==> config.mk <==
export PLATFORM = sky130hd
export DESIGN_NAME = vector_apb_regs
export DESIGN_NICKNAME = d
export VERILOG_FILES = /design/src/logic/vector_pkg.sv /design/src/logic/vector_apb_regs.sv
export VERILOG_INCLUDE_DIRS = /design/src /design/src/logic
export SDC_FILE = /design/constraint.sdc
export NUM_CORES = 1
export LEC_CHECK = 0
export BUFFER_PORTS_ARGS = -buffer_cell sky130_fd_sc_hd__buf_2
export CAP_MARGIN = 15
export CORE_MARGIN = 4
export CORE_UTILIZATION = 24
export DETAILED_ROUTE_END_ITERATION = 7
export GPL_ROUTABILITY_DRIVEN = 0
export PLACE_DENSITY_LB_ADDON = 0.2
export SETUP_SLACK_MARGIN = 0.2
export SYNTH_ARGS = -nofsm -noshare
export SYNTH_HDL_FRONTEND = slang
export SYNTH_SLANG_ARGS = --single-unit
==> constraint.sdc <==
create_clock -name vclk -period 1.61
set_clock_uncertainty 0.15 [all_clocks]
set_input_delay 0.2415 -clock vclk [all_inputs]
set_output_delay 0.2415 -clock vclk [all_outputs]
set_load 0.03 [all_outputs]
==> src/logic/vector_cfg.svh <==
`ifndef VECTOR_CFG_SVH
`define VECTOR_CFG_SVH

// Frame geometry
`define VEC_COORD_W     6
`define VEC_FRAME_MAX   63

// Display list
`define VEC_LIST_DEPTH  32
`define VEC_LIST_AW     5

// Pen rest time on a target before the list advances
`define VEC_DWELL       4

// APB map
`define VEC_APB_AW      16
`define VEC_REG_CTRL    16'h0000
`define VEC_REG_STATUS  16'h0004
`define VEC_LIST_BASE   16'h0100
`define VEC_FB_BASE     16'h8000

`endif
==> src/logic/vector_pkg.sv <==
`default_nettype none

`include "vector_cfg.svh"

package vector_pkg;

    typedef logic [`VEC_COORD_W-1:0] coord_t;
    typedef logic [`VEC_LIST_AW-1:0] list_addr_t;

    typedef enum logic [1:0] {
        OP_NOP  = 2'd0,
        OP_POS  = 2'd1,
        OP_LINE = 2'd2,
        OP_END  = 2'd3
    } vec_op_t;

    // Bits 13:12 opcode, 11:6 x, 5:0 y
    typedef struct packed {
        vec_op_t op;
        coord_t  x;
        coord_t  y;
    } list_entry_t;

    typedef struct packed {
        coord_t start_x;
        coord_t start_y;
        coord_t end_x;
        coord_t end_y;
    } segment_t;

    typedef struct packed {
        coord_t x;
        coord_t y;
    } pixel_t;

    typedef enum logic {IDLE, STEP} raster_state_t;
    typedef enum logic {CLR_IDLE, CLR_SWEEP} clear_state_t;

endpackage

`default_nettype wire

==> src/logic/vector_apb_regs.sv <==
`timescale 1ns/1ps
`default_nettype none

`include "vector_cfg.svh"

module vector_apb_regs
    import vector_pkg::*;
(
    input  logic                   i_psel,
    input  logic                   i_penable,
    input  logic                   i_pwrite,
    input  logic [`VEC_APB_AW-1:0] i_paddr,
    input  logic [31:0]            i_pwdata,
    output logic [31:0]            o_prdata,
    output logic                   o_pready,
    output logic                   o_pslverr,

    output logic                   o_run_start,
    output logic                   o_clear_start,
    output logic                   o_list_we,
    output list_addr_t             o_list_waddr,
    output list_entry_t            o_list_wdata,
    output pixel_t                 o_fb_raddr,

    input  logic                   i_fb_rdata,
    input  logic                   i_running,
    input  logic                   i_clearing,
    input  logic                   i_done
);

    localparam int AW       = `VEC_APB_AW;
    localparam int LIST_END = `VEC_LIST_BASE + 4 * `VEC_LIST_DEPTH;
    localparam int FB_END   = `VEC_FB_BASE + (4 << (2 * `VEC_COORD_W));

    logic          access;
    logic          aligned;
    logic          hit_ctrl;
    logic          hit_status;
    logic          hit_list;
    logic          hit_fb;
    logic          mapped;
    logic [AW-1:0] list_off;
    logic [AW-1:0] fb_off;

    assign access  = i_psel & i_penable;
    assign aligned = (i_paddr[1:0] == 2'b00);

    // Address decode
    assign hit_ctrl   = aligned && (i_paddr == `VEC_REG_CTRL);
    assign hit_status = aligned && (i_paddr == `VEC_REG_STATUS);
    assign hit_list   = aligned && (i_paddr >= `VEC_LIST_BASE) && (i_paddr < LIST_END);
    assign hit_fb     = aligned && (i_paddr >= `VEC_FB_BASE) && (i_paddr < FB_END);
    assign mapped     = hit_ctrl | hit_status | hit_list | hit_fb;

    assign list_off = i_paddr - `VEC_LIST_BASE;
    assign fb_off   = i_paddr - `VEC_FB_BASE;

    // No wait states
    assign o_pready  = 1'b1;
    assign o_pslverr = access & (~mapped | (i_pwrite & hit_fb));

    // Write-one-to-start control bits
    assign o_run_start   = access & i_pwrite & hit_ctrl & i_pwdata[0];
    assign o_clear_start = access & i_pwrite & hit_ctrl & i_pwdata[1];

    assign o_list_we    = access & i_pwrite & hit_list;
    assign o_list_waddr = list_off[2 +: `VEC_LIST_AW];
    assign o_list_wdata = i_pwdata[$bits(list_entry_t)-1:0];

    // Pixel index is y * 64 + x, one word per pixel
    assign o_fb_raddr.x = fb_off[2 +: `VEC_COORD_W];
    assign o_fb_raddr.y = fb_off[2 + `VEC_COORD_W +: `VEC_COORD_W];

    always_comb begin
        o_prdata = 32'd0;
        if (hit_status) begin
            o_prdata = {29'd0, i_done, i_clearing, i_running};
        end else if (hit_fb) begin
            o_prdata = {31'd0, i_fb_rdata};
        end
    end

endmodule

`default_nettype wire

==> After elaboration in Yosys (flattened, before gate mapping) <==
Index checks and enable logic that the tools add are counted.
{ "classes": {"addsub": 2, "multipliers": 0, "div": 0, "order_cmp": 4, "eq_ne": 1, "shift": 0, "mux": 2, "bitwise": 13, "n_reduce_logical": 8} }
{ "op_table": {"columns": ["cell", "count"], "rows": [
  ["$eq 16x3->1 const B", 1],
  ["$ge 16x16->1 const B", 1],
  ["$ge 16x9->1 const B", 1],
  ["$logic_not 16->1", 1],
  ["$lt 16x16->1 const B", 1],
  ["$lt 16x9->1 const B", 1],
  ["$sub 14x1->14 const B", 1],
  ["$and 1x1->1", 8],
  ["$sub 7x1->7 const B", 1],
  ["$logic_and 1x1->1", 6],
  ["$or 1x1->1", 4],
  ["$mux 3", 1],
  ["$logic_not 2->1", 1],
  ["$mux 1", 1],
  ["$not 1->1", 1]
]} }
{ "totals": {"ff_bits": 0, "latchBits": 0, "mem_bits_rw": 0, "rom_bits": 0, "output_inout_bits": 68, "n_memories": 0} }

==> Longest topological paths before layout <==
{ "logic_depth": {"ltp_word": 8, "depth_mapped": 3} }

==> Worst setup path after synthesis <==
Ideal clock, no wire load.
{ "synth_path": {"path_kind": "input to output", "startpoint": "input i_paddr[7]", "endpoint": "output o_clear_start", "arrival_ps": 1462, "required_time_ps": 1219, "slack_ps": -243, "cell_stages": 3, "path_cell_list": "or4_4 > nor4_2 > and4b_1"} }
{ "synth_via": {"elab_chain_len": 4} }
{ "synth_lines": {"columns": ["item", "line_no", "rtl"], "rows": [
  ["from (decl)", "vector_apb_regs.sv:12", "input logic [`VEC_APB_AW-1:0] i_paddr,"],
  ["$logic_not 16->1 (no source line)", null, null],
  ["$logic_and 1x1->1", "vector_apb_regs.sv:49", "assign hit_ctrl = aligned && (i_paddr == `VEC_REG_CTRL);"],
  ["$and 1x1->1 (2 in series)", "vector_apb_regs.sv:64", "assign o_clear_start = access & i_pwrite & hit_ctrl & i_pwdata[1];"],
  ["to (decl)", "vector_apb_regs.sv:19", "output logic o_clear_start,"]
]} }
Every way passes these cells.

==> Worst setup path after layout <==
{ "layout_path": {"startpoint": "input i_paddr[15]", "endpoint": "output o_prdata[2]"} }
{ "layout_via": {"elab_chain_len": 3} }
{ "layout_lines": {"columns": ["item", "line_no", "rtl"], "rows": [
  ["$eq 16x3->1 (no source line)", null, null],
  ["$logic_and 1x1->1", "vector_apb_regs.sv:50", "assign hit_status = aligned && (i_paddr == `VEC_REG_STATUS);"],
  ["$mux 3", "vector_apb_regs.sv:76", "if (hit_status) begin"],
  ["to (decl)", "vector_apb_regs.sv:14", "output logic [31:0] o_prdata,"]
]} }
Every way passes these cells.

==> results.cfg <==
[outcome]
outcome = complete, but fails checks
violations = negative setup slack

[synth]
synth.area.top_cells = buf_4 (74%), and4b_1 (3.3%), and4_1 (2.8%)
avgSynthCellArea_um2 = 7.42
syn_inst = 83
ys_seq_area_share_pct = 0
ys_warn_count = 0
ys_types = 18
synth_top_area_share_pct = 74.4
synth_area_um2 = 616
yosys.area.top_type = buf_4

[timing]
finalHoldViolations = 0
period_needed_ns = 1.91
max_freq_ghz = 0.523
rsz0062_at_grt = true
maxSlewViolCount = 0
finalCritPeriodShare_pct = 119
setup_viol = 7
worst_slack_ns = -0.301

[routing]
dr.max_layer_used = met4
num_vias = 477
routed_wl_um = 1310
route.detailed.drc = 0
ant_nets = 0
wl_per_cell_um = 9.75
drtIter0Drc = 19
routed_via_density = 3.56
wl_met3_um = 331
met2_length_um = 629
wl_met1_um = 325
first_pass_iters = 4

[layout]
most-common-layout-cells = buf_2 (43), conb_1 (30), buf_6 (8), buf_4 (3)
seq_area_um2 = 0
num_antenna_cells = 0
seq_cells = 0
final_common_cell = buf_2
num-fill-cells = 268
clkbuf_count = 0
drive_above_1_share_pct = 64.4
stdcell_area_um2 = 673
area_growth_syn_to_layout_pct = 9.35
utilization_pct = 27.4
nets = 161

[grt]
antenna_found_initial = 0
overflow = 0
grt_usage_pct = 5.86
grt_pass1_vias = 374
grt_pass1_wl_um = 1710
grt_max_degree = 8

[power_and_ir_drop]
p_total_uw = 237
ir_drop_mv = 0.143
power.density_nw_per_um2 = 352
p_leak_uw = 0.000416

[worst_setup_path]
critPathLaunchType = input pin
end_kind = output pin
cp.required_ns = 1.22
timing.setup.critical_path_class = in2out
cp_max_fo = 4
arrival_ns = 1.52

[flow_run]
maxCapViolCount = 0

[placed_design]
dp.final_hpwl_um = 1150
place_area_um2 = 594
io_buffer_count = 51

[die]
die_area_um2 = 3440
start_util_pct = 25.1
die_h_um = 58.6
row_count = 18
die_w_um = 58.6
ioPinCount = 123
fp.coreArea_um2 = 2450

[worst_hold_path]
hold_depth = 0
min_path_type = in2out
critical path, stage by stage:
cell	delay [ns]
buf_6	0.09
or4_4	0.56
nor3_4	0.25
and4_4	0.25
buf_6	0.13
cell type report:
| cell class | instances | area, um^2 | area share (%) |
|---|---|---|---|
| Inverter | 2 | 7.51 | 1.12 |
| Multi-Input combinational cell | 48 | 300 | 44.6 |
| Tap cell | 30 | 37.5 | 5.58 |
| Timing Repair Buffer | 54 | 328 | 48.7 |
where the power goes:
part	leakage, uW	switching (uW)	internal, uW
logic	0.000416	183	53.4
registers	0	0	0
clock network	0	0	0
total	0.000416	183	53.4
metal layers:
metal / up-vias / global-route usage, %
li1: 224 / -
met1: 194 / 6.30
met2: 55 / 11.3
met3: 4 / 1.32
met4: 0 / 1.62
met5: - / 0
metrics by stage:
| stage | instances | hold slack, ns | worst slack [ns] | setup TNS [ns] |
|---|---|---|---|---|
| finish | 134 | 0.333 | -0.301 | -1.85 |
| global route | 134 | 0.333 | -0.338 | -2.20 |
| floorplan | 111 | 0.465 | -0.0925 | -0.473 |
| detailed placement | 132 | 0.333 | -0.362 | -2.21 |
| global placement | 132 | 0.333 | -0.366 | -2.23 |
| CTS | 132 | 0.333 | -0.328 | -1.94 |
what timing repair did:
action | CTS | global route
pin swaps | 4 | 5
gates resized for setup | 17 | 2
setup endpoints to repair | 7 | 7
setup buffers | 0 | 2
hold buffers | 0 | 0
path summary, 6_finish.rpt:
check	from	to	slack [ns]
max	i_paddr[15]	o_prdata[2]	-0.30
min	i_pwdata[11]	o_list_wdata[11]	0.33
cell usage after synthesis:
cell and instances:
a21oi_1 1, a41o_1 1, and2_2 1, and4_1 2, and4b_1 2, buf_4 61, conb_1 2, inv_1 2
nand2b_1 1, nand3_1 1, nor2_1 1, nor3_1 1, nor3_2 1, nor4_2 1, o311ai_0 1, or3_1 2
or4_1 1, or4_4 1
cell families (layout without fill, tap and decap cells):
| kind of cell | count (synthesis) | after routing | synth area share [%] |
|---|---|---|---|
| compound gates | 3 | 3 | 3.86 |
| buf+inv | 63 | 56 | 75.6 |
| simple gates | 15 | 15 | 19.3 |
| other cells | 2 | 30 | 1.22 |
No activity file was read; power rests on OpenSTA's default activity.
