--- config.mk ---
export PLATFORM = sky130hd
export DESIGN_NAME = line_rasterizer
export DESIGN_NICKNAME = d
export VERILOG_FILES = /design/src/logic/vector_pkg.sv /design/src/logic/line_rasterizer.sv
export VERILOG_INCLUDE_DIRS = /design/src /design/src/logic
export SDC_FILE = /design/constraint.sdc
export NUM_CORES = 1
export LEC_CHECK = 0
export BUFFER_PORTS_ARGS = -buffer_cell sky130_fd_sc_hd__buf_2
export CAP_MARGIN = 20
export CORE_UTILIZATION = 45
export CTS_BUF_LIST = sky130_fd_sc_hd__clkbuf_8
export CTS_CLUSTER_SIZE = 40
export DETAILED_ROUTE_END_ITERATION = 12
export PLACE_DENSITY = 0.61
export SYNTH_ARGS = -nofsm -noshare
export SYNTH_HDL_FRONTEND = slang
export SYNTH_SLANG_ARGS = --single-unit
--- constraint.sdc ---
create_clock -name clk -period 4.23 [get_ports clk]
set_input_delay 0.6345 -clock clk [delete_from_list [all_inputs] [get_ports clk]]
set_output_delay 0.6345 -clock clk [all_outputs]
set_load 0.01 [all_outputs]
--- src/logic/vector_cfg.svh ---
`ifndef VECTOR_CFG_SVH
`define VECTOR_CFG_SVH

// Frame geometry
`define VEC_COORD_W     6
`define VEC_FRAME_MAX   63

// Display list
`define VEC_LIST_DEPTH  32
`define VEC_LIST_AW     5

// Pen rest time on a target before the list advances
`define VEC_DWELL       4

// APB map
`define VEC_APB_AW      16
`define VEC_REG_CTRL    16'h0000
`define VEC_REG_STATUS  16'h0004
`define VEC_LIST_BASE   16'h0100
`define VEC_FB_BASE     16'h8000

`endif
--- src/logic/vector_pkg.sv ---
`default_nettype none

`include "vector_cfg.svh"

package vector_pkg;

    typedef logic [`VEC_COORD_W-1:0] coord_t;
    typedef logic [`VEC_LIST_AW-1:0] list_addr_t;

    typedef enum logic [1:0] {
        OP_NOP  = 2'd0,
        OP_POS  = 2'd1,
        OP_LINE = 2'd2,
        OP_END  = 2'd3
    } vec_op_t;

    // Bits 13:12 opcode, 11:6 x, 5:0 y
    typedef struct packed {
        vec_op_t op;
        coord_t  x;
        coord_t  y;
    } list_entry_t;

    typedef struct packed {
        coord_t start_x;
        coord_t start_y;
        coord_t end_x;
        coord_t end_y;
    } segment_t;

    typedef struct packed {
        coord_t x;
        coord_t y;
    } pixel_t;

    typedef enum logic {IDLE, STEP} raster_state_t;
    typedef enum logic {CLR_IDLE, CLR_SWEEP} clear_state_t;

endpackage

`default_nettype wire

--- src/logic/line_rasterizer.sv ---
`timescale 1ns/1ps
`default_nettype none

`include "vector_cfg.svh"

module line_rasterizer
    import vector_pkg::*;
(
    input  logic     clk,
    input  logic     i_rst_n,
    input  logic     i_go,
    input  segment_t i_seg,
    output logic     o_busy,
    output pixel_t   o_cur,
    output logic     o_plot_valid,
    output pixel_t   o_plot_pix
);

    // Room for twice the largest delta plus sign
    localparam int ERR_W = `VEC_COORD_W + 3;

    raster_state_t           state;
    coord_t                  x;
    coord_t                  y;
    coord_t                  end_x;
    coord_t                  end_y;
    coord_t                  x_step;
    coord_t                  y_step;
    logic                    x_neg;
    logic                    y_neg;
    logic                    at_end;
    logic signed [ERR_W-1:0] diff_x;
    logic signed [ERR_W-1:0] diff_y;
    logic signed [ERR_W-1:0] abs_dx;
    logic signed [ERR_W-1:0] neg_ady;
    logic signed [ERR_W-1:0] dx;
    logic signed [ERR_W-1:0] dy;
    logic signed [ERR_W-1:0] err;
    logic signed [ERR_W-1:0] e2;
    logic signed [ERR_W-1:0] err_step;

    // Segment setup
    assign diff_x  = ERR_W'(i_seg.end_x) - ERR_W'(i_seg.start_x);
    assign diff_y  = ERR_W'(i_seg.end_y) - ERR_W'(i_seg.start_y);
    assign abs_dx  = diff_x[ERR_W-1] ? -diff_x : diff_x;
    assign neg_ady = diff_y[ERR_W-1] ? diff_y : -diff_y;

    assign at_end = (x == end_x) && (y == end_y);
    assign e2     = err <<< 1;

    always_comb begin
        err_step = err;
        x_step   = x;
        y_step   = y;
        if (e2 >= dy) begin
            err_step = err_step + dy;
            x_step   = x_neg ? x - 1'b1 : x + 1'b1;
        end
        if (e2 <= dx) begin
            err_step = err_step + dx;
            y_step   = y_neg ? y - 1'b1 : y + 1'b1;
        end
    end

    always_ff @(posedge clk) begin
        if (!i_rst_n) begin
            state <= IDLE;
            x     <= '0;
            y     <= '0;
        end else begin
            case (state)
                IDLE: begin
                    if (i_go) begin
                        state <= STEP;
                        x     <= i_seg.start_x;
                        y     <= i_seg.start_y;
                    end
                end
                STEP: begin
                    if (at_end) begin
                        state <= IDLE;
                    end else begin
                        x <= x_step;
                        y <= y_step;
                    end
                end
                default: state <= IDLE;
            endcase
        end
    end

    always_ff @(posedge clk) begin
        if (state == IDLE && i_go) begin
            end_x <= i_seg.end_x;
            end_y <= i_seg.end_y;
            x_neg <= diff_x[ERR_W-1];
            y_neg <= diff_y[ERR_W-1];
            dx    <= abs_dx;
            dy    <= neg_ady;
            err   <= abs_dx + neg_ady;
        end else if (state == STEP && !at_end) begin
            err <= err_step;
        end
    end

    assign o_busy       = (state == STEP);
    assign o_plot_valid = (state == STEP);
    assign o_cur        = '{x: x, y: y};
    assign o_plot_pix   = '{x: x, y: y};

endmodule

`default_nettype wire

# Word level (Yosys, flattened, before mapping)
# Index checks and enable logic that the tools add are counted.
dict set report totals {
  ff_bits 54
  out_inout_bits 26
}
dict set report op_classes {
  n_addsub 11
  n_lt_le_gt_ge 2
  eq_ne 6
  n_mux 19
  bitwise 1
  n_reduce_logical 7
}
# operator count
set op_table {}
lappend op_table {{9-bit two-way mux} 6}
lappend op_table {{6-bit two-way mux} 8}
lappend op_table {{9-bit adder} 3}
lappend op_table {{6-bit case mux with 2 select lines} 2}
lappend op_table {{7-bit negation with 9-bit output} 2}
lappend op_table {{6-bit by 6-bit subtractor with 7-bit output} 2}
lappend op_table {{6-bit by 1-bit adder with 6-bit output (second input constant)} 2}
lappend op_table {{6-bit == test} 2}
lappend op_table {{6-bit by 1-bit subtractor with 6-bit output (second input constant)} 2}
lappend op_table {{9-bit >= comparator} 1}
lappend op_table {{9-bit <= comparator} 1}
lappend op_table {{3-bit AND reduction} 2}
lappend op_table {{2-bit by 1-bit inequality test with 1-bit output (second input constant)} 2}
lappend op_table {{2-bit inequality test (second input constant)} 2}
lappend op_table {{1-bit logical AND} 3}
lappend op_table {{1-bit two-way mux} 2}
lappend op_table {{1-bit case mux with 2 select lines} 1}
lappend op_table {{2-bit nonzero test} 1}
lappend op_table {{1-bit zero test} 1}
lappend op_table {{1-bit NOT} 1}

# Longest topological paths before layout
# Gate-level depths: netlist (run 1).
dict set report depth {
  ltp_word 6
  depth_mapped 19
  mapped_depth_nobuf 19
}

# Worst setup path after synthesis (run 1)
# No wires, ideal clock.
dict set report synth_timing {
  path_type {input port to flip-flop}
  start {input i_seg[6] in the netlist's numbering}
  end {register err[6] (data pin)}
  setup_time_ns 0.274
  t_arrival_ns 3.632
  required_time_ns 3.956
  slack_ns 0.324
  cell_stages 18
  path_buffers 0
  path_cell_list {inv_1 > ha_1 > inv_1 > fa_1 > a21o_1 > a21oi_1 > o21bai_1 > a21oi_1 > nor2b_1 > xnor2_1 > ha_1 > nor2b_1 > o21ai_0 > a21boi_0 > o21a_1 > or3_1 > a21oi_1 > a31oi_1}
}
dict set report synth_via {
  elab_cells_between_ends 5
}
# element line
set synth_lines {}
lappend synth_lines {{from (decl)} line_rasterizer.sv:12} ;# input segment_t i_seg,
lappend synth_lines {{6-bit by 6-bit subtractor with 7-bit output} line_rasterizer.sv:43} ;# assign diff_x = ERR_W'(i_seg.end_x) - ERR_W'(i_seg.start_x);
lappend synth_lines {{via diff_x[6]} line_rasterizer.sv:32} ;# logic signed [ERR_W-1:0] diff_x;
lappend synth_lines {{9-bit two-way mux} line_rasterizer.sv:45} ;# assign abs_dx = diff_x[ERR_W-1] ? -diff_x : diff_x;
lappend synth_lines {{via abs_dx[2]} line_rasterizer.sv:34} ;# logic signed [ERR_W-1:0] abs_dx;
lappend synth_lines {{9-bit adder} line_rasterizer.sv:100} ;# err <= abs_dx + neg_ady;
lappend synth_lines {{9-bit two-way mux} line_rasterizer.sv:93} ;# if (state == IDLE && i_go) begin
lappend synth_lines {{to (signal assigned)} line_rasterizer.sv:100}
lappend synth_lines {{to (signal assigned)} line_rasterizer.sv:102} ;# err <= err_step;
lappend synth_lines {{to (decl)} line_rasterizer.sv:38} ;# logic signed [ERR_W-1:0] err;
# The timed path passes the listed nets, and every way through them passes these cells.
# A chain may end at the register's enable or synchronous reset.

# Worst setup path in the final report (run 1)
dict set report layout_timing {
  start {register err[5]}
  end {register err[6] (data pin)}
}
dict set report layout_via {
  elab_chain_cells 6
  elab_cells_between_ends 8
}
# element line
set layout_rtl {}
lappend layout_rtl {{9-bit adder or 9-bit >= comparator (tied branches)} {line_rasterizer.sv:56, line_rasterizer.sv:55}}
lappend layout_rtl {{9-bit two-way mux} line_rasterizer.sv:55} ;# if (e2 >= dy) begin
lappend layout_rtl {{9-bit adder} line_rasterizer.sv:60} ;# err_step = err_step + dx;
lappend layout_rtl {{9-bit two-way mux *} line_rasterizer.sv:59} ;# if (e2 <= dx) begin
lappend layout_rtl {{9-bit two-way mux *} line_rasterizer.sv:101} ;# end else if (state == STEP && !at_end) begin
lappend layout_rtl {{9-bit two-way mux *} line_rasterizer.sv:93}
# Every way passes the cells marked *; elsewhere a longest branch is shown, timed or not. The select of a mux whose other input is x is not followed.

==> results of run 1 <==
[worst paths after layout]
path,from,end,slack (ns)
setup / recovery,err[5]$_DFFE_PP_,err[6]$_DFFE_PP_,0.24
hold / removal,i_seg[6],end_x[0]$_DFFE_PP_,0.51
setup reg to reg,err[5]$_DFFE_PP_,err[6]$_DFFE_PP_,0.24
hold reg to reg,y[5]$_SDFFE_PN0P_,y[5]$_SDFFE_PN0P_,0.52
[synthesized netlist by cell type, types with 2 or more instances]
library cell  number  area share
o211a_1            3      0.0066
nor3b_1            2      0.0033
ha_1              59        0.16
or3_1              4      0.0055
o21ai_0           23       0.025
a21boi_0           3      0.0049
nor4_1             4      0.0055
a211o_1            3      0.0057
fa_1               7       0.031
o21bai_1           5      0.0082
nand2b_1           6      0.0082
a21oi_1           35       0.038
inv_1             60       0.049
dfxtp_1           13       0.057
mux2_2             5       0.012
nor2b_1            9       0.012
xor2_1            16       0.031
o21a_1             4      0.0066
or4_1              2      0.0033
nand2_1           28       0.023
o21ai_1            2      0.0022
nor2_1            25       0.020
nand4_1            2      0.0027
a31oi_1            2      0.0027
mux2i_1            9       0.020
a211oi_1           7       0.011
edfxtp_1          40        0.26
buf_4             13       0.021
o211ai_1           3      0.0049
and2_1             2      0.0027
nand3_1            5      0.0055
xnor2_1           33       0.063
clkbuf_1           5      0.0041
nor3_1             4      0.0044
a21o_1            14       0.023
[repair_timing]
action                     in CTS  in global routing
setup endpoints to repair       0                  2
gates resized for setup         0                  1
buffers inserted                0                  2
[state kept, by name, summed over array words and instances (netlist names)]
| name | flops |
|---|---|
| err | 8 |
| x_neg | 1 |
| end_y | 6 |
| y | 6 |
| end_x | 6 |
| y_neg | 1 |
| dy | 9 |
| x | 6 |
| o_busy | 1 |
| dx | 9 |
[logic make-up (layout without fill, tap and decap cells)]
| family | Yosys count | count (layout) | synth area share |
|---|---|---|---|
| buffers and inverters | 80 | 133 | 0.0765 |
| muxes | 14 | 14 | 0.0319 |
| adders and majority gates | 66 | 66 | 0.192 |
| DFF | 53 | 53 | 0.319 |
| other | 1 | 2 | 0.000818 |
| AOI/OAI and AO/OA | 116 | 116 | 0.168 |
| and+or+nand+nor | 102 | 102 | 0.113 |
| xor gates and xnor gates | 50 | 50 | 0.0986 |
[per-stage QoR]
step	util	worst slack [ns]
floorplan	-	0.324
global placement	0.506	0.0744
detailed placement	0.506	-0.000134
CTS	0.517	0.158
global route	0.518	-0.0575
finish	0.518	0.243
[power by group]
part / internal, W / switching [W] / total [W] / leakage [nW]
logic: 0.000964 / 0.00108 / 0.00205 / 1.85
clock network: 0.000173 / 0.000171 / 0.000344 / 0.0570
registers: 0.000702 / 0.0000965 / 0.000798 / 0.485
[per-layer routing]
metal | GRT usage | vias to the layer above | wire length, µm | share of wire
met2 | 0.379 | 68 | 4950 | 0.50
met5 | 0 | - | 0 | 0
met1 | 0.256 | 1649 | 4520 | 0.45
met4 | 0.0444 | 0 | 133 | 0.013
li1 | - | 1785 | - | -
met3 | 0.0231 | 11 | 390 | 0.039
[layout make-up]
cell class                      instances  area share
Timing Repair Buffer                   64      0.0688
Inverter                               61      0.0450
Multi-Input combinational cell        350       0.546
Sequential cell                        53       0.287
Tap cell                              133      0.0327
Clock buffer                            5      0.0135
Clock inverter                          3     0.00737
==> impl_results.md, run 1 <==
- Initial Util: 0.467
- Slew Viols, Final: 0
- Predominant post-synthesis flop cell: edfxtp_1
- Register-to-Register Path Depth: 15
- Core box area: 9820 µm²
- FF+latch count, synth: 53
- Avg Inst Size Synth: 9.51 µm²
- Residual DRC: 0
- Tmin final: 3.99 ns
- # IOs: 53
- Final hold violation count: 0
- Vias/cell: 5.25
- Post-cts hold buffer count: 0
- Most frequent CP cell: a21o_1
- Max incr delay on CP: 0.46 ns
- Clock sinks: 53
- CTS tree: built
- Max Fclk: 251 MHz
- Max_slew headroom: 0.493
- Area of the multi-input gates: 2780 µm²
- Post-Syn Area: 4580 µm²
- Crit path kind: flip-flop to flip-flop
- FFs w/ async S/R, synth: 0
- Final cell count without fillers: 669
- Hold_ws: 0.512 ns
- Maxcap violations: 0
- Post-DP Area: 4970 µm²
- Critical-path top delay cell: edfxtp_1
- Layout cell share with drive strength beyond 1: 0.155
- Design Power: 0.00319 W
- Post-synth EDFFs: 40
- Detailed Routing Iterations Pass 1: 4
- CTS Buffer Depth: 2
- Cells after Synth: 482
- CP Depth: 15
- Global placement routability congestion: 0.864
- Tot GR Track Use: 0.205
- Vias in the first global route: 3,444
- Finish-stage setup viols: 0
- IO buf count: 52
- Setup crit end kind: flip-flop
- Final nets: 628
- Most common cell after layout, fill and taps aside: inv_1
- H-tree Lvls: 2
- DR vias: 3,513
- Sequential area share after synthesis: 0.319
- FP Rows: 36
- Most frequent cells in the layout: inv_1 (61), ha_1 (59), buf_2 (52)
- Congestion Overflow GR: 0
- Clock transition at the registers of the reported paths: 0.10 ns
- Initial antenna violation count: 0
- Buf/Inv on CP: 0
- CP max FO: 4
- Detailed placer's ending HPWL: 8.09 mm
- Worst hold path class: input port to flip-flop
- Total negative slack: 0 ns
- First-pass GRT wire length: 16.5 mm
- Post-synthesis cell type count: 60
- Total die area: 10,600 µm²
- Yosys warns: 0
- Largest delay contributor family on the critical path: compound AO/OA/AOI/OAI gates
- Die H: 103 µm
- Cell Pwr Density: 627 nW/µm²
- Register area: 1460 µm²
- Arr. time, crit path: 4.14 ns
- Critical Path RT: 4.38 ns
- CP Launch Type: flip-flop
- ANT nets after route: 0
- Chip width: 103 µm
- Post-Layout Inst Area: 5090 µm²
- Period utilization: 0.943
- Largest net degree at the start of global routing: 28
- Worst VDD drop: 216 µV
- Worst Tran Pin Value: 0.759 ns
- CP Cell Sequence: ha_1 > a21o_1 > a2111o_1 > a311oi_2 > a21o_1 > mux2_2 > ha_1 > fa_1 > a21o_1 > a21oi_2 > o21bai_1 > a21oi_1 > xnor2_1 > nand2b_1 > a31oi_1
- Worst-Skew Late Latency: 0.31 ns
- Total Wirelength: 9.99 mm
- Clk_skew: 0.00783 ns
- Leakage: 2.40 nW
- RSZ-0062 raised after global routing: true
- Wire per inst: 14.9 µm
- DR iter-0 viols: 131
- Number of buffers created by CTS: 5
- Clock root cell: clkbuf_8
- Status: completed
- Synth-to-Final Area Change: 11.1%
- Filler cell count: 973
- ANT cells: 0
- Number of cells after detailed placement: 659
- WHS Path Cells: 1
Note: power is estimated with default switching activity, not from simulation.
==> run 2: changes to the inputs <==
--- a/config.mk
+++ b/config.mk
@@ -8,9 +8,9 @@
 export LEC_CHECK = 0
 export BUFFER_PORTS_ARGS = -buffer_cell sky130_fd_sc_hd__buf_2
 export CAP_MARGIN = 20
+export CORE_ASPECT_RATIO = 0.8
 export CORE_UTILIZATION = 45
 export CTS_BUF_LIST = sky130_fd_sc_hd__clkbuf_8
-export CTS_CLUSTER_SIZE = 40
 export DETAILED_ROUTE_END_ITERATION = 12
 export PLACE_DENSITY = 0.61
 export SYNTH_ARGS = -nofsm -noshare
==> run 2 against run 1 <==
Compared with the run above:
- count of clock-buffer cells in the layout unchanged
- sequential power up 2%
- critical path depth did not move
- flip-flop and latch count unchanged
- highest routed layer unchanged
==> impl_results.md, run 2 (synthesized netlist as in run 1, its figures left out) <==
- Most frequent cells in the layout: inv_1 (60), ha_1 (59), buf_2 (52)
- Wire per inst: 15.7 µm (+5.2%)
- Crit path kind: flip-flop to flip-flop
- Tmin final: 4.04 ns (+0.0568 ns)
- Combinational share of power: 0.664 (+0.022)
- Clock root cell: clkbuf_8
- Tot GR Track Use: 0.213 (+0.00761)
- DR iter-0 viols: 209 (+60%)
- Leakage: 2.39 nW (-0.43%)
- Worst Tran Pin Value: 0.984 ns (+0.225 ns)
- Most common cell after layout, fill and taps aside: inv_1
- CP Launch Type: flip-flop
- Period utilization: 0.956 (+0.0134)
- Top Registers: dx x9, dy x9, err x8
- Vias in the first global route: 3,374 (-2.0%)
- ANT cells: 0 (unchanged)
- Post-cts hold buffer count: 0 (unchanged)
- Clk_skew: 0.00901 ns (+0.00118 ns)
- Chip width: 115 µm (+12%)
- Max_slew headroom: 0.343 (-0.150)
- Final Core Density: 0.521 (+0.00278)
- Dpl ws: -0.0267 ns (-0.0266 ns)
- Die H: 92.3 µm (-10%)
- CTS Buffer Depth: 2 (unchanged)
- Register area: 1460 µm² (unchanged)
- Pint: 0.00181 W (-1.8%)
- Total die area: 10,600 µm² (about the same)
- Status: completed
- Slew Viols, Final: 0 (unchanged)
- Filler cell count: 940 (-3.4%)
- # IOs: 53 (unchanged)
- Total negative slack: 0 ns (unchanged)
- FP Rows: 32 (-11%)
- Final nets: 628 (unchanged)
- CP max FO: 2 (-2)
- Congestion Overflow GR: 0 (unchanged)
- Post-CTS Setup Inserts: 0 (unchanged)
- Finish-stage setup viols: 0 (unchanged)
- Final hold violation count: 0 (unchanged)
- Final cell count without fillers: 672 (+0.45%)
- Number of buffers created by CTS: 5 (unchanged)
- Post-DP Area: 4980 µm² (+0.38%)
- Detailed placer's ending HPWL: 8.62 mm (+6.6%)
- Setup crit end kind: flip-flop
- Switching power: 0.00146 W (+8.2%)
- Residual DRC: 0 (unchanged)
- Sequential Power Share: 0.248 (-0.002)
- R2R setup slack: 0.19 ns (-0.06 ns)
- Largest net degree at the start of global routing: 26 (-7.1%)
- Total Wirelength: 10.6 mm (+5.7%)
- Arr. time, crit path: 4.21 ns (+0.07 ns)
- DR vias: 3,499 (-0.40%)
- Worst-Skew Late Latency: 0.32 ns (about the same)
- Maxcap violations: 0 (unchanged)
- Cell Pwr Density: 642 nW/µm² (+2.4%)
- Detailed Routing Iterations Pass 1: 4 (unchanged)
- Clock sinks: 53 (unchanged)
- Global placement routability congestion: 0.820 (-5.1%)
- Initial antenna violation count: 0 (unchanged)
- Clock power share: 0.087 (-0.021)
- First-pass GRT wire length: 17.1 mm (+3.9%)
- Number of cells after detailed placement: 664 (+0.76%)
- Core box area: 9770 µm² (-0.51%)
- ANT nets after route: 0 (unchanged)
- Switching Share: 0.447 (+0.0238)
- Worst VDD drop: 249 µV (+15%)
- CTS tree: built
- Post-Layout Inst Area: 5090 µm² (about the same)
- RSZ-0062 raised after global routing: false
- Area of the multi-input gates: 2800 µm² (+0.81%)
- Critical Path RT: 4.40 ns (+0.02 ns)
- Layout cell share with drive strength beyond 1: 0.157 (+0.00187)
- Synth-to-Final Area Change: 11.1% (about the same)
- Worst hold path class: input port to flip-flop
- Vias/cell: 5.21 (-0.84%)
- Clock transition at the registers of the reported paths: 0.10 ns (about the same)
- Min setup slack post-route: 0.186 ns (-0.0568 ns)
- H-tree Lvls: 2 (unchanged)
- IO buf count: 52 (unchanged)
- Post-CTS resize count: 0 (unchanged)
- Initial Util: 0.469 (+0.00239)
- Max Fclk: 247 MHz (-1.4%)
run 2: path summary, 6_finish.rpt:
path	startpoint	end	depth (start not counted)
worst max-delay path	err[5]$_DFFE_PP_	err[6]$_DFFE_PP_	15
worst min-delay path	i_seg[6]	end_x[0]$_DFFE_PP_	1
worst max register to register	err[5]$_DFFE_PP_	err[6]$_DFFE_PP_	15
worst min register to register	y[5]$_SDFFE_PN0P_	y[5]$_SDFFE_PN0P_	2
run 2: layout make-up:
| type | instances | share of cell area |
|---|---|---|
| Multi-Input combinational cell | 350 | 0.550 |
| Sequential cell | 53 | 0.287 |
| Timing Repair Buffer | 64 | 0.0688 |
| Inverter | 61 | 0.0450 |
| Tap cell | 136 | 0.0334 |
| Clock buffer | 5 | 0.0135 |
| Clock inverter | 3 | 0.00246 |
run 2: critical path: stages (launching register included):
cell and delay [ns]:
edfxtp_1 0.44, ha_1 0.31, a21o_1 0.18, a2111o_1 0.43, a311oi_4 0.29, a21o_1 0.17
mux2_2 0.39, ha_1 0.22, fa_1 0.41, a21o_1 0.19, a21oi_2 0.19, o21bai_1 0.09
a21oi_1 0.17, xnor2_1 0.16, nand2b_1 0.08, a31oi_1 0.17
run 2: per-stage QoR:
step	hold slack (ns)	power (W)
floorplan	0.533	0.00238
global placement	0.499	0.00285
detailed placement	0.514	0.00293
CTS	0.482	0.00323
global route	0.482	0.00355
finish	0.497	0.00327
run 2: per-layer routing:
metal  wire, µm  GRT usage  part of all wire  vias up
met4         87     0.0476            0.0082        0
met5          0          0                 0        -
li1           -          -                 -     1793
met3        301     0.0324             0.029        8
met1       5730      0.326              0.54     1646
met2       4440      0.310              0.42       52
run 2: power groups by stage:
stage	logic, W	registers [W]	clock network, W
CTS	0.00212	0.000810	0.000298
finish	0.00217	0.000811	0.000286
global placement	0.00203	0.000819	0
global route	0.00241	0.000822	0.000316
detailed placement	0.00211	0.000822	0
floorplan	0.00159	0.000793	0
