--- src/logic/vector_cfg.svh ---
`ifndef VECTOR_CFG_SVH
`define VECTOR_CFG_SVH

// Frame geometry
`define VEC_COORD_W     6
`define VEC_FRAME_MAX   63

// Display list
`define VEC_LIST_DEPTH  32
`define VEC_LIST_AW     5

// Pen rest time on a target before the list advances
`define VEC_DWELL       4

// APB map
`define VEC_APB_AW      16
`define VEC_REG_CTRL    16'h0000
`define VEC_REG_STATUS  16'h0004
`define VEC_LIST_BASE   16'h0100
`define VEC_FB_BASE     16'h8000

`endif
--- src/logic/vector_pkg.sv ---
`default_nettype none

`include "vector_cfg.svh"

package vector_pkg;

    typedef logic [`VEC_COORD_W-1:0] coord_t;
    typedef logic [`VEC_LIST_AW-1:0] list_addr_t;

    typedef enum logic [1:0] {
        OP_NOP  = 2'd0,
        OP_POS  = 2'd1,
        OP_LINE = 2'd2,
        OP_END  = 2'd3
    } vec_op_t;

    // Bits 13:12 opcode, 11:6 x, 5:0 y
    typedef struct packed {
        vec_op_t op;
        coord_t  x;
        coord_t  y;
    } list_entry_t;

    typedef struct packed {
        coord_t start_x;
        coord_t start_y;
        coord_t end_x;
        coord_t end_y;
    } segment_t;

    typedef struct packed {
        coord_t x;
        coord_t y;
    } pixel_t;

    typedef enum logic {IDLE, STEP} raster_state_t;
    typedef enum logic {CLR_IDLE, CLR_SWEEP} clear_state_t;

endpackage

`default_nettype wire

--- src/logic/vector_sequencer.sv ---
`timescale 1ns/1ps
`default_nettype none

`include "vector_cfg.svh"

module vector_sequencer
    import vector_pkg::*;
(
    input  logic        clk,
    input  logic        i_rst_n,
    input  logic        i_run_start,
    input  list_entry_t i_cmd,
    input  logic        i_busy,
    input  pixel_t      i_cur,
    output logic        o_go,
    output segment_t    o_seg,
    output logic        o_list_zero,
    output logic        o_list_inc,
    output logic        o_running,
    output logic        o_done
);

    localparam int DWELL_W = $clog2(`VEC_DWELL + 1);

    pixel_t             pen;
    pixel_t             pen_nxt;
    pixel_t             target;
    segment_t           seg_nxt;
    logic               go_nxt;
    logic               zero_nxt;
    logic               inc_nxt;
    logic               running_nxt;
    logic               done_nxt;
    logic [DWELL_W-1:0] dwell;
    logic [DWELL_W-1:0] dwell_nxt;
    logic               at_target;

    assign target.x  = i_cmd.x;
    assign target.y  = i_cmd.y;
    assign at_target = (i_cur == target);

    always_comb begin
        go_nxt      = 1'b0;
        zero_nxt    = 1'b0;
        inc_nxt     = 1'b0;
        dwell_nxt   = '0;
        seg_nxt     = o_seg;
        pen_nxt     = pen;
        running_nxt = o_running;
        done_nxt    = o_done;

        if (i_run_start) begin
            running_nxt = 1'b1;
            done_nxt    = 1'b0;
        end else if (o_running) begin
            if (i_cmd.op == OP_END) begin
                // Rewind the list and park the pen at the origin
                zero_nxt    = 1'b1;
                running_nxt = 1'b0;
                done_nxt    = 1'b1;
                pen_nxt     = '0;
            end else if (at_target) begin
                // Rest on the target, then step the list
                if (!o_list_inc) begin
                    if (dwell == DWELL_W'(`VEC_DWELL)) begin
                        inc_nxt = 1'b1;
                    end else begin
                        dwell_nxt = dwell + 1'b1;
                    end
                end
            end else if (!i_busy && !o_go) begin
                case (i_cmd.op)
                    OP_POS: begin
                        go_nxt  = 1'b1;
                        seg_nxt = '{start_x: target.x, start_y: target.y,
                                    end_x: target.x, end_y: target.y};
                        pen_nxt = target;
                    end
                    OP_LINE: begin
                        go_nxt  = 1'b1;
                        seg_nxt = '{start_x: pen.x, start_y: pen.y,
                                    end_x: target.x, end_y: target.y};
                        pen_nxt = target;
                    end
                    default: begin
                        // NOP waits for the pen
                    end
                endcase
            end
        end
    end

    always_ff @(posedge clk) begin
        if (!i_rst_n) begin
            pen         <= '0;
            o_go        <= 1'b0;
            o_list_zero <= 1'b1;
            o_list_inc  <= 1'b0;
            o_running   <= 1'b0;
            o_done      <= 1'b0;
            dwell       <= '0;
        end else begin
            pen         <= pen_nxt;
            o_go        <= go_nxt;
            o_list_zero <= zero_nxt;
            o_list_inc  <= inc_nxt;
            o_running   <= running_nxt;
            o_done      <= done_nxt;
            dwell       <= dwell_nxt;
        end
    end

    always_ff @(posedge clk) begin
        o_seg <= seg_nxt;
    end

endmodule

`default_nettype wire

--- config.mk ---
export PLATFORM = sky130hd
export DESIGN_NAME = vector_sequencer
export DESIGN_NICKNAME = d
export VERILOG_FILES = /design/src/logic/vector_pkg.sv /design/src/logic/vector_sequencer.sv
export VERILOG_INCLUDE_DIRS = /design/src /design/src/logic
export SDC_FILE = /design/constraint.sdc
export NUM_CORES = 1
export LEC_CHECK = 0
export BUFFER_PORTS_ARGS = -buffer_cell sky130_fd_sc_hd__buf_2
export CORE_ASPECT_RATIO = 1.4
export CORE_UTILIZATION = 50
export DETAILED_ROUTE_END_ITERATION = 7
export PLACE_DENSITY = 0.78
export SETUP_SLACK_MARGIN = 0.15
export SYNTH_ARGS = -nofsm -noshare
export SYNTH_HDL_FRONTEND = slang
export SYNTH_SLANG_ARGS = --single-unit
--- constraint.sdc ---
create_clock -name clk -period 2.7 [get_ports clk]
set_clock_uncertainty 0.05 [all_clocks]
set_input_delay 0.135 -clock clk [delete_from_list [all_inputs] [get_ports clk]]
set_output_delay 0.135 -clock clk [all_outputs]
set_load 0.05 [all_outputs]
---- Word-level counts from Yosys, hierarchy flattened ----
Cells that the tools add are included.
storage, ports and cells
  register bits ........................... 44
  input bits .............................. 30
  output and inout bits ................... 29
cells by class
  $add $sub $neg .......................... 1
  eq/ne operators ......................... 6
  multiplexer cells ....................... 13
  bitwise gates (word level) .............. 6
  reduce and logical (&&, ||, !) cells .... 14
operator list
  operator               count
  $mux W12               4
  $pmux W24 S2           1
  $eq A12 B12 Y1         1
  $reduce_or A6 Y1       2
  $mux W1                8
  $reduce_or A7 Y1       1
  $not A1 Y1             6
  $reduce_and A6 Y1      1
  $reduce_bool A2 Y1     3
  $reduce_and A5 Y1      1
  $eq A2 B2 Y1 const B   2
  $reduce_or A2 Y1       2
  $add A3 B1 Y3 const B  1
  $eq A3 B3 Y1 const B   1
  $eq A2 B1 Y1 const B   1
  $logic_not A1 Y1       2
  $ne A2 B1 Y1 const B   1
  $reduce_and A2 Y1      1
  $logic_and A1 B1 Y1    1

---- Logic depth before layout (Yosys ltp) ----
Gate-level depths: netlist of the first run.
  depth after elaboration ................. 6
  gate-level depth with buffers ........... 6
  gate-level depth less buffers ........... 5

---- Least setup slack after synthesis of the first run ----
Ideal clock, no wire load.
  kind .................................... register to register
  from .................................... reg o_running
  to ...................................... reg o_seg[0] in the netlist's numbering (enable)
  library setup time ...................... 405 ps
  arrival ................................. 1845 ps
  setup slack ............................. 400 ps
  cell stages (with the launch flop) ...... 3
  path buffers ............................ 0
  cell sequence ........................... dfxtp_1 -> nand2b_1 -> nor2_1
on the way
  word-level cells in the longest chain between the ends .. 1
ends and longest elaborated chain
  element                             line                     RTL
  start: declaration                  vector_sequencer.sv:19   output logic o_running,
  start signal: assignment            vector_sequencer.sv:107  o_running <= running_nxt;
  $reduce_and A6 Y1 (no source line)  --
  end signal: assignment              vector_sequencer.sv:114  o_seg <= seg_nxt;
  end: declaration                    vector_sequencer.sv:16   output segment_t o_seg,
Every way passes these cells.
A chain may end at the register's enable or synchronous reset.

---- Worst setup path after layout of the first run ----
  from .................................... in i_run_start
  to ...................................... reg pen[3] in the netlist's numbering
on the way
  word-level cells in the longest chain between the ends .. 2
ends and longest elaborated chain
  element                             line                     RTL
  start: declaration                  vector_sequencer.sv:11   input logic i_run_start,
  $not A1 Y1 (no source line)         --
  $reduce_and A5 Y1 (no source line)  --
  end signal: assignment              vector_sequencer.sv:103  pen <= pen_nxt;
  end: declaration                    vector_sequencer.sv:25   pixel_t pen;
Every way passes these cells.

==> results of run 1 <==
[layer usage]
layer	GRT usage	vias to the layer above
li1	-	645
met4	0.0912	0
met5	0	-
met3	0.0525	8
met1	0.230	589
met2	0.351	44
[timing repair]
action,4_1_cts,5_1_grt
hold endpoints to repair,1,0
buffers inserted,0,0
hold buffers,1,0
[cell usage in the layout (no fill, tap or decap), types with 2 or more instances in the layout]
| master | instances |
|---|---|
| nor4_2 | 3 |
| inv_1 | 4 |
| o22ai_2 | 10 |
| mux2_2 | 12 |
| nor2b_1 | 2 |
| xor2_1 | 12 |
| edfxtp_1 | 24 |
| nor2_1 | 4 |
| and3_1 | 2 |
| nor3_1 | 2 |
| o22ai_1 | 2 |
| nand3b_1 | 2 |
| nand2_1 | 27 |
| o21a_1 | 2 |
| dfxtp_1 | 20 |
| clkbuf_8 | 5 |
| buf_2 | 58 |
| ha_1 | 5 |
| nor4_1 | 2 |
[path summary, 6_finish.rpt]
check,startpoint,endpoint,slack (ns)
worst max-delay path,i_run_start,pen[3],0.77
worst min-delay path,i_cmd[10],o_seg[10],0.01
worst max register to register,o_running,pen[3],0.95
worst min register to register,pen[11],pen[11],0.44
[cell type report]
cell class                 count  share of cell area
multi-input combinational     94               0.309
timing repair buffer          60               0.132
clock buffer                   5              0.0295
clock inverter                 3              0.0198
tap                           42              0.0225
inverter                       4             0.00643
sequential                    44               0.480
[flip-flops by register name, summed over array words and instances (netlist names)]
name and cells:
o_list_zero 1, pen 12, o_go 1, dwell 3, o_seg 24, o_running 1
o_done 1, o_list_inc 1
[power breakdown]
| part | leakage [nW] | total, W | switching (W) | internal [W] |
|---|---|---|---|---|
| clock network | 0.0548 | 0.000505 | 0.000227 | 0.000279 |
| logic | 0.506 | 0.000148 | 0.0000922 | 0.0000555 |
| registers | 0.380 | 0.000724 | 0.00000487 | 0.000719 |
[synthesized netlist by cell type (3+ instances only)]
library cell	instances
clkbuf_1	3
dfxtp_1	20
edfxtp_1	24
ha_1	5
inv_1	4
mux2_2	12
nand2_1	27
nor2_1	5
nor4_2	3
o22ai_2	10
xor2_1	12
[metrics by stage]
stage,std cells,util,area (sq um),power (W),setup slack (ns)
detailed placement,243,0.606,2210,0.000886,0.733
global placement,243,0.606,2210,0.000882,0.763
global route,252,0.640,2330,0.00143,0.659
finish,252,0.640,2330,0.00138,0.772
CTS,252,0.640,2330,0.00139,0.802
floorplan,148,-,1890,0.000835,0.400
[cell families after synthesis]
family / synth area share
simple gates: 0.132
flops: 0.592
compound gates: 0.0833
mux: 0.0767
xor+xnor: 0.0555
buf+inv: 0.0278
fa+ha+maj: 0.0330
[worst max-delay path, delay by kind of cell]
kind                   cells  cell delay (ns)
buffers and inverters      2             0.67
AOI/OAI and AO/OA          1             0.35
and+or+nand+nor            3             0.93
==> key figures, run 1 <==
Logic synthesis
  • Mapped Cells: about 150
  • FFs w/ async S/R, synth: 0
  • Post-synthesis sequential area ratio: 0.592
  • Post-synthesis cell area: 1890 sq um
  • Mapped Nets: about 180
  • Number of flops mapped to enable cells by yosys: 24
  • Top cell type's share of synthesized area: 0.381
  • Yosys warns: 0
  • Top post-synthesis cells by area: edfxtp_1 (38%), dfxtp_1 (21%), mux2_2 (7.1%)
  • Seq cells post-synth: 44
  • Leading area contributor after synthesis: edfxtp_1
  • Syn avg cell area: 12.8 sq um
  • Synth cell types: 26
  • Top_reg_cell synth: edfxtp_1

Worst setup path
  • Worst Setup End Kind: flop
  • Kind of critical path: primary input to flop
  • Worst Path Required: 2.85 ns
  • Arr. time, crit path: 2.08 ns
  • Crit start category: primary input
  • R2r worst-path depth: 4
  • Critical path cell sequence: dlygate4sd3_1 > buf_2 > nand2b_1 > nor3_1 > nand3b_1 > o22ai_1
  • Max incr delay on CP: ~0.53 ns
  • Worst path slowest cell: dlygate4sd3_1
  • Crit Path Max Fanout: 12

CTS
  • Sink Count: 44
  • Clk slew on worst S/H paths: 0.09 ns
  • H-tree levels: 2
  • CTS resizes: 0
  • Cts bufs inserted: 5
  • TritonCTS clock tree: done
  • CTS root buf: clkbuf_8
  • Later-pin clock latency in the skew report: 0.30 ns
  • Clock Path Buffers: 2

Power
  • Leak: 0.941 nW
  • Peak VDD IR: 472 uV
  • PD cells: 590 nW/um^2

Routing
  • DRT iter0 DRCs: 22
  • DR WL/cell: 14.4 um
  • M1 wire length: ~1400 um
  • Highest metal used: met4
  • DRC violations left: 0
  • First-pass DRT Iterations: 4
  • WL met3: roughly 160 um
  • Wire length on met2: 1950 um
  • Total number of vias: between 1000 and 1500
  • Final ANT Viol Nets: 0
  • WL final: ~3600 um
  • Vias per cell: between 5 and 6

GRT
  • Antenna violations before repair: 0
  • Pin count of the biggest net entering global routing: 29
  • Vias in the first global route: 1350
  • Congestion Overflow GR: 0
  • Global-route wire length before repair: roughly 5800 um
  • Gr usage total: 0.203

Timing
  • Setup Viol. Count Final: 0
  • WHS: 0.0122 ns
  • Slew Viols, Final: 0
  • Worst Tran Pin Value: 0.690 ns
  • Fin crit period: 1.93 ns
  • Final Hold Fails: 0
  • RSZ-0062 raised after global routing: false
  • Setup TNS: 0 ns
  • Fmax: approximately 520 MHz
  • Final period util: 0.714
  • Worst slew margin: 0.539

Cells and area
  • Final net count: 244
  • Layout area overhead: 23.3%
  • Seq. cell area: 1120 sq um
  • Antenna cells: 0
  • Number of fill cells in the layout: 303
  • Multi-input logic area: 722 sq um
  • Layout cell share with drive strength beyond 1: 0.448

Floorplan
  • Die Wd: 54.0 um
  • Ports: 59
  • Cell Rows: 26
  • Die height: 74.8 um
  • Starting Density: 0.520
  • Die area: 4040 sq um
  • Core ar.: 3640 sq um

Place
  • Number of port buffers: 58
  • Placer congestion estimate: 0.788
  • Post-DP HPWL: 2600 um

Job
  • Max Cap Viol: 0

Worst hold path
  • WHS Path Cells: 1
  • Worst Hold Class: primary input to flop

Outcome
  • Status: finished, final reports clean
(Power assumes the default switching activity.)
==> run 2: changes to the inputs <==
clock period = 1.9 ns   (was 2.7 ns; I/O delays follow)
==> key figures, run 2 (synthesis gave the netlist of run 1 again) <==
CTS
  • Clk slew on worst S/H paths: 0.08 ns (was 0.09 ns)
  • Postcts setup bufs: 0 (unchanged)
  • Later-pin clock latency in the skew report: 0.30 ns (about the same)
  • TritonCTS clock tree: done (unchanged)
  • Sink Count: 44 (unchanged)
  • CTS root buf: clkbuf_8 (unchanged)
  • Cts bufs inserted: 5 (unchanged)
  • Clock Path Buffers: 2 (unchanged)
  • H-tree levels: 2 (unchanged)

Routing
  • DRT iter0 DRCs: 32 (was 22)
  • First-pass DRT Iterations: 4 (unchanged)
  • Final ANT Viol Nets: 0 (unchanged)
  • Vias per cell: 5.24 (was 5.10)
  • DR WL/cell: 14.6 um (was 14.4 um)
  • DRC violations left: 0 (unchanged)
  • Total number of vias: 1403 (was 1286)
  • WL final: 3910 um (was 3630 um)

Cells and area
  • Final cell count without fillers: 268 (was 252)
  • Antenna cells: 0 (unchanged)
  • Largest regs: o_seg (24), pen (12), dwell (3) (unchanged)
  • Most frequent cells in the layout: buf_2 (58), nand2_1 (27), edfxtp_1 (24), dfxtp_1 (20), dlygate4sd3_1 (15) (was buf_2 (58), nand2_1 (27), edfxtp_1 (24), dfxtp_1 (20))
  • Most common cell after layout, fill and taps aside: buf_2 (unchanged)
  • Layout area overhead: 30.0% (was 23.3%)
  • Final net count: 260 (was 244)
  • Max reg flops: 24 (unchanged)
  • Layout cell share with drive strength beyond 1: 0.420 (was 0.448)
  • Largest reg by FF count: o_seg (unchanged)

Worst setup path
  • Crit Path Max Fanout: 24 (was 12)
  • Crit start category: flop (was primary input)
  • Worst Path Required: 1.78 ns (was 2.85 ns)
  • Kind of critical path: flop to flop (was primary input to flop)
  • Arr. time, crit path: 1.51 ns (was 2.08 ns)
  • Worst Setup End Kind: flop (unchanged)

Power
  • Sequential share of power: 0.563 (was 0.526)
  • P_sw: 0.000448 W (was 0.000324 W)
  • Leak: 0.997 nW (was 0.941 nW)
  • Switch share: 0.245 (was 0.235)
  • PD cells: 743 nW/um^2 (was 590 nW/um^2)
  • Peak VDD IR: 504 uV (was 472 uV)
  • Internal cell power: 0.00138 W (was 0.00105 W)
  • Combinational Power Share: 0.131 (was 0.107)
  • Clock share of power: 0.306 (was 0.367)
  • Tot Pwr: 0.00183 W (was 0.00138 W)

Timing
  • Fmax: 613 MHz
  • Worst slew margin: 0.537 (was 0.539)
  • Final period util: 0.858
  • Setup TNS: 0 ns (unchanged)
  • Worst Tran Pin Value: 0.693 ns (was 0.690 ns)
  • RSZ-0062 raised after global routing: false (unchanged)
  • Final Hold Fails: 0 (unchanged)
  • Slew Viols, Final: 0 (unchanged)
  • Setup Viol. Count Final: 0 (unchanged)
  • Fin worst setup slack: 0.269 ns (was 0.772 ns)
  • Fin crit period: approximately 1.6 ns
  • WHS: 0.0437 ns (was 0.0122 ns)

GRT
  • Global-route wire length before repair: 6190 um (was 5830 um)
  • Antenna violations before repair: 0 (unchanged)
  • Vias in the first global route: 1401 (was 1350)
  • Pin count of the biggest net entering global routing: 25 (was 29)
  • Gr usage total: 0.224 (was 0.203)
  • Congestion Overflow GR: 0 (unchanged)

Floorplan
  • Die height: 74.8 um (unchanged)
  • Die Wd: 54.0 um (unchanged)
  • Cell Rows: 26 (unchanged)
  • Ports: 59 (unchanged)
  • Core ar.: 3640 sq um (unchanged)
  • Die area: 4040 sq um (unchanged)
  • Starting Density: 0.520 (unchanged)

Job
  • Max Cap Viol: 0 (unchanged)

Place
  • Post-DP HPWL: 2700 um (was 2600 um)
  • Placer congestion estimate: 0.741 (was 0.788)
  • Number of port buffers: 58 (unchanged)
  • Placed cell count: 245 (was 243)
  • Place WS: 0.0562 ns (was 0.733 ns)

Worst hold path
  • Worst Hold Class: primary input to flop (unchanged)

Outcome
  • Status: finished, final reports clean (unchanged)
-- run 2: area by class of cell --
| cell class | instances | area (sq um) |
|---|---|---|
| Fill cell | 290 | 1180 |
| Sequential cell | 44 | 1120 |
| Multi-Input combinational cell | 94 | 728 |
| Timing Repair Buffer | 76 | 463 |
| Clock buffer | 7 | 76.3 |
| Tap cell | 42 | 52.6 |
| Inverter | 4 | 15.0 |
| Clock inverter | 1 | 5.00 |
-- run 2: metrics by stage --
stage	cell area, sq um	util
after global routing	2460	0.675
after detailed placement	2230	0.612
after CTS	2460	0.675
final	2460	0.675
after global placement	2230	0.612
after floorplan	1900	-
-- run 2: worst max-delay path, cell delays in order, from the launching register on --
cell and delay [ns]:
dfxtp_1 0.31, nor2_1 0.15, nand3_1 0.17, nor2_4 0.57
-- run 2: layer usage --
layer	up-vias	share of wire	GRT usage
li1	682	-	-
met1	666	0.38	0.229
met2	47	0.55	0.417
met3	8	0.053	0.0485
met4	0	0.019	0.103
met5	-	0	0
-- run 2: worst paths after layout --
path / startpoint / end / slack [ns] / depth (start not counted)
setup / recovery: o_go / o_seg[23] / 0.27 / 3
hold / removal: i_cmd[9] / pen[9] / 0.04 / 3
setup reg to reg: o_go / o_seg[23] / 0.27 / 3
hold reg to reg: pen[3] / pen[3] / 0.43 / 2
-- run 2: repair_timing --
action | 4_1_cts | 5_1_grt
gates resized for setup | 0 | 1
endpoints found under the setup margin | 0 | 12
hold buffers | 15 | 0
endpoints found under the hold margin | 14 | 0
-- run 2: power groups by stage --
| stage | registers, W | logic [W] | clock network [W] |
|---|---|---|---|
| after floorplan | 0.00109 | 0.0000992 | 0 |
| after global placement | 0.00105 | 0.000208 | 0 |
| after detailed placement | 0.00105 | 0.000215 | 0 |
| after CTS | 0.00103 | 0.000240 | 0.000572 |
| after global routing | 0.00103 | 0.000259 | 0.000598 |
| final | 0.00103 | 0.000239 | 0.000560 |
==> run 3: changes to the inputs <==
BUFFER_PORTS_ARGS = -buffer_cell sky130_fd_sc_hd__buf_4   (was -buffer_cell sky130_fd_sc_hd__buf_2)
CAP_MARGIN = 20   (was default)
==> key figures, run 3 (synthesis gave the netlist of run 1 again) <==
GRT
  • Congestion Overflow GR: 0 (unchanged)
  • Gr usage total: 0.218 (was 0.224)
  • Vias in the first global route: 1414 (was 1401)
  • Pin count of the biggest net entering global routing: 29 (was 25)
  • Antenna violations before repair: 0 (unchanged)
  • Global-route wire length before repair: 6120 um (was 6190 um)

Routing
  • DRC violations left: 0 (unchanged)
  • First-pass DRT Iterations: 4 (unchanged)
  • Final ANT Viol Nets: 0 (unchanged)
  • Vias per cell: 5.21 (was 5.24)
  • DRT iter0 DRCs: 14 (was 32)
  • Total number of vias: 1386 (was 1403)
  • WL final: 3960 um (was 3910 um)
  • DR WL/cell: 14.9 um (was 14.6 um)

Cells and area
  • Number of fill cells in the layout: 265 (was 290)
  • Most frequent cells in the layout: buf_4 (61), nand2_1 (27), edfxtp_1 (24), dfxtp_1 (20), dlygate4sd3_1 (13) (was buf_2 (58), nand2_1 (27), edfxtp_1 (24), dfxtp_1 (20), dlygate4sd3_1 (15))
  • Antenna cells: 0 (unchanged)
  • Final cell count without fillers: 266 (was 268)
  • Largest regs: o_seg (24), pen (12), dwell (3) (unchanged)
  • Final design utilization: 0.719 (was 0.675)
  • Final net count: 258 (was 260)
  • Largest reg by FF count: o_seg (unchanged)
  • Most common cell after layout, fill and taps aside: buf_4 (was buf_2)
  • Max reg flops: 24 (unchanged)
  • Layout cell share with drive strength beyond 1: 0.429 (was 0.420)
  • Layout area overhead: 38.3% (was 30.0%)

Place
  • Post-DP HPWL: 2760 um (was 2700 um)
  • Placed cell count: 245 (unchanged)
  • Placer congestion estimate: 0.781 (was 0.741)
  • Number of port buffers: 58 (unchanged)

Timing
  • WHS: 0.0483 ns (was 0.0437 ns)
  • Slew Viols, Final: 0 (unchanged)
  • Fmax: 580 MHz (was 613 MHz)
  • Worst Tran Pin Value: 0.693 ns (about the same)
  • Final Hold Fails: 0 (unchanged)
  • Fin crit period: 1.72 ns (was 1.63 ns)
  • Setup TNS: 0 ns (unchanged)
  • Worst slew margin: 0.537 (about the same)
  • Final period util: 0.908 (was 0.858)
  • Setup Viol. Count Final: 0 (unchanged)
  • RSZ-0062 raised after global routing: true (was false)

CTS
  • Later-pin clock latency in the skew report: 0.29 ns (was 0.30 ns)
  • H-tree levels: 2 (unchanged)
  • Clock Path Buffers: 2 (unchanged)
  • Clk slew on worst S/H paths: 0.08 ns (about the same)
  • Sink Count: 44 (unchanged)
  • Cts bufs inserted: 5 (unchanged)
  • Postcts setup bufs: 0 (unchanged)
  • CTS root buf: clkbuf_8 (unchanged)
  • TritonCTS clock tree: done (unchanged)

Floorplan
  • Core ar.: 3640 sq um (unchanged)
  • Cell Rows: 26 (unchanged)
  • Die Wd: 54.0 um (unchanged)
  • Ports: 59 (unchanged)
  • Starting Density: 0.520 (unchanged)
  • Die area: 4040 sq um (unchanged)
  • Die height: 74.8 um (unchanged)

Power
  • Leak: 1.05 nW (was 0.997 nW)
  • Peak VDD IR: 811 uV (was 504 uV)
  • PD cells: 754 nW/um^2 (was 743 nW/um^2)

Worst setup path
  • Reg2reg setup slack: 0.27 ns (about the same)
  • Crit Path Max Fanout: 12 (was 24)
  • Kind of critical path: primary input to flop (was flop to flop)
  • Arr. time, crit path: 1.89 ns (was 1.51 ns)
  • Worst Setup End Kind: flop (unchanged)
  • Crit start category: primary input (was flop)
  • Worst Path Required: 2.06 ns (was 1.78 ns)

Outcome
  • Status: finished, final reports clean (unchanged)

Worst hold path
  • Worst Hold Class: primary input to flop (unchanged)

Job
  • Max Cap Viol: 0 (unchanged)
run 3: power breakdown:
group          internal (W)  leakage [nW]  switching, W
combinational      0.000120         0.614      0.000138
clock              0.000390        0.0552      0.000298
sequential          0.00102         0.380    0.00000770
total               0.00153          1.05      0.000443
run 3: routing by layer:
metal	vias up	GRT usage	share of wire
met5	-	0	0
met4	0	0.0997	0.015
met3	6	0.0505	0.040
met2	39	0.405	0.58
met1	667	0.223	0.37
li1	674	-	-
run 3: cell type report:
cell class	instances	area (sq um)	area share
inverters	4	15.0	0.00573
clock inverters	2	35.0	0.0134
multi-input cells	94	734	0.280
repair buffers	74	588	0.225
flip-flops and latches	44	1120	0.428
clock buffers	6	72.6	0.0277
well taps	42	52.6	0.0201
run 3: what timing repair did:
action,4_1_cts,5_1_grt
hold buffers,13,0
resized for setup,1,1
endpoints found under the hold margin,13,0
endpoints found under the setup margin,1,36
run 3: path summary, 6_finish.rpt:
check,from,to,cells past startpoint
min,i_cmd[0],pen[0],3
min reg2reg,pen[3],pen[3],2
max,i_run_start,pen[2],7
max reg2reg,o_go,o_seg[23],3
run 3: worst max-delay path, stage by stage:
cell	delay [ns]
dlygate4sd3_1	0.54
buf_4	0.15
nand2b_1	0.19
nor3_1	0.37
nand3b_1	0.12
buf_4	0.22
o22ai_1	0.21
run 3: stage by stage:
stage                     worst slack, ns  area (sq um)  power, W
after global routing                0.119          2620   0.00204
final                               0.176          2620   0.00198
after global placement              0.170          2370   0.00128
after floorplan                     0.190          1900   0.00119
after CTS                           0.206          2610   0.00199
after detailed placement            0.107          2370   0.00129
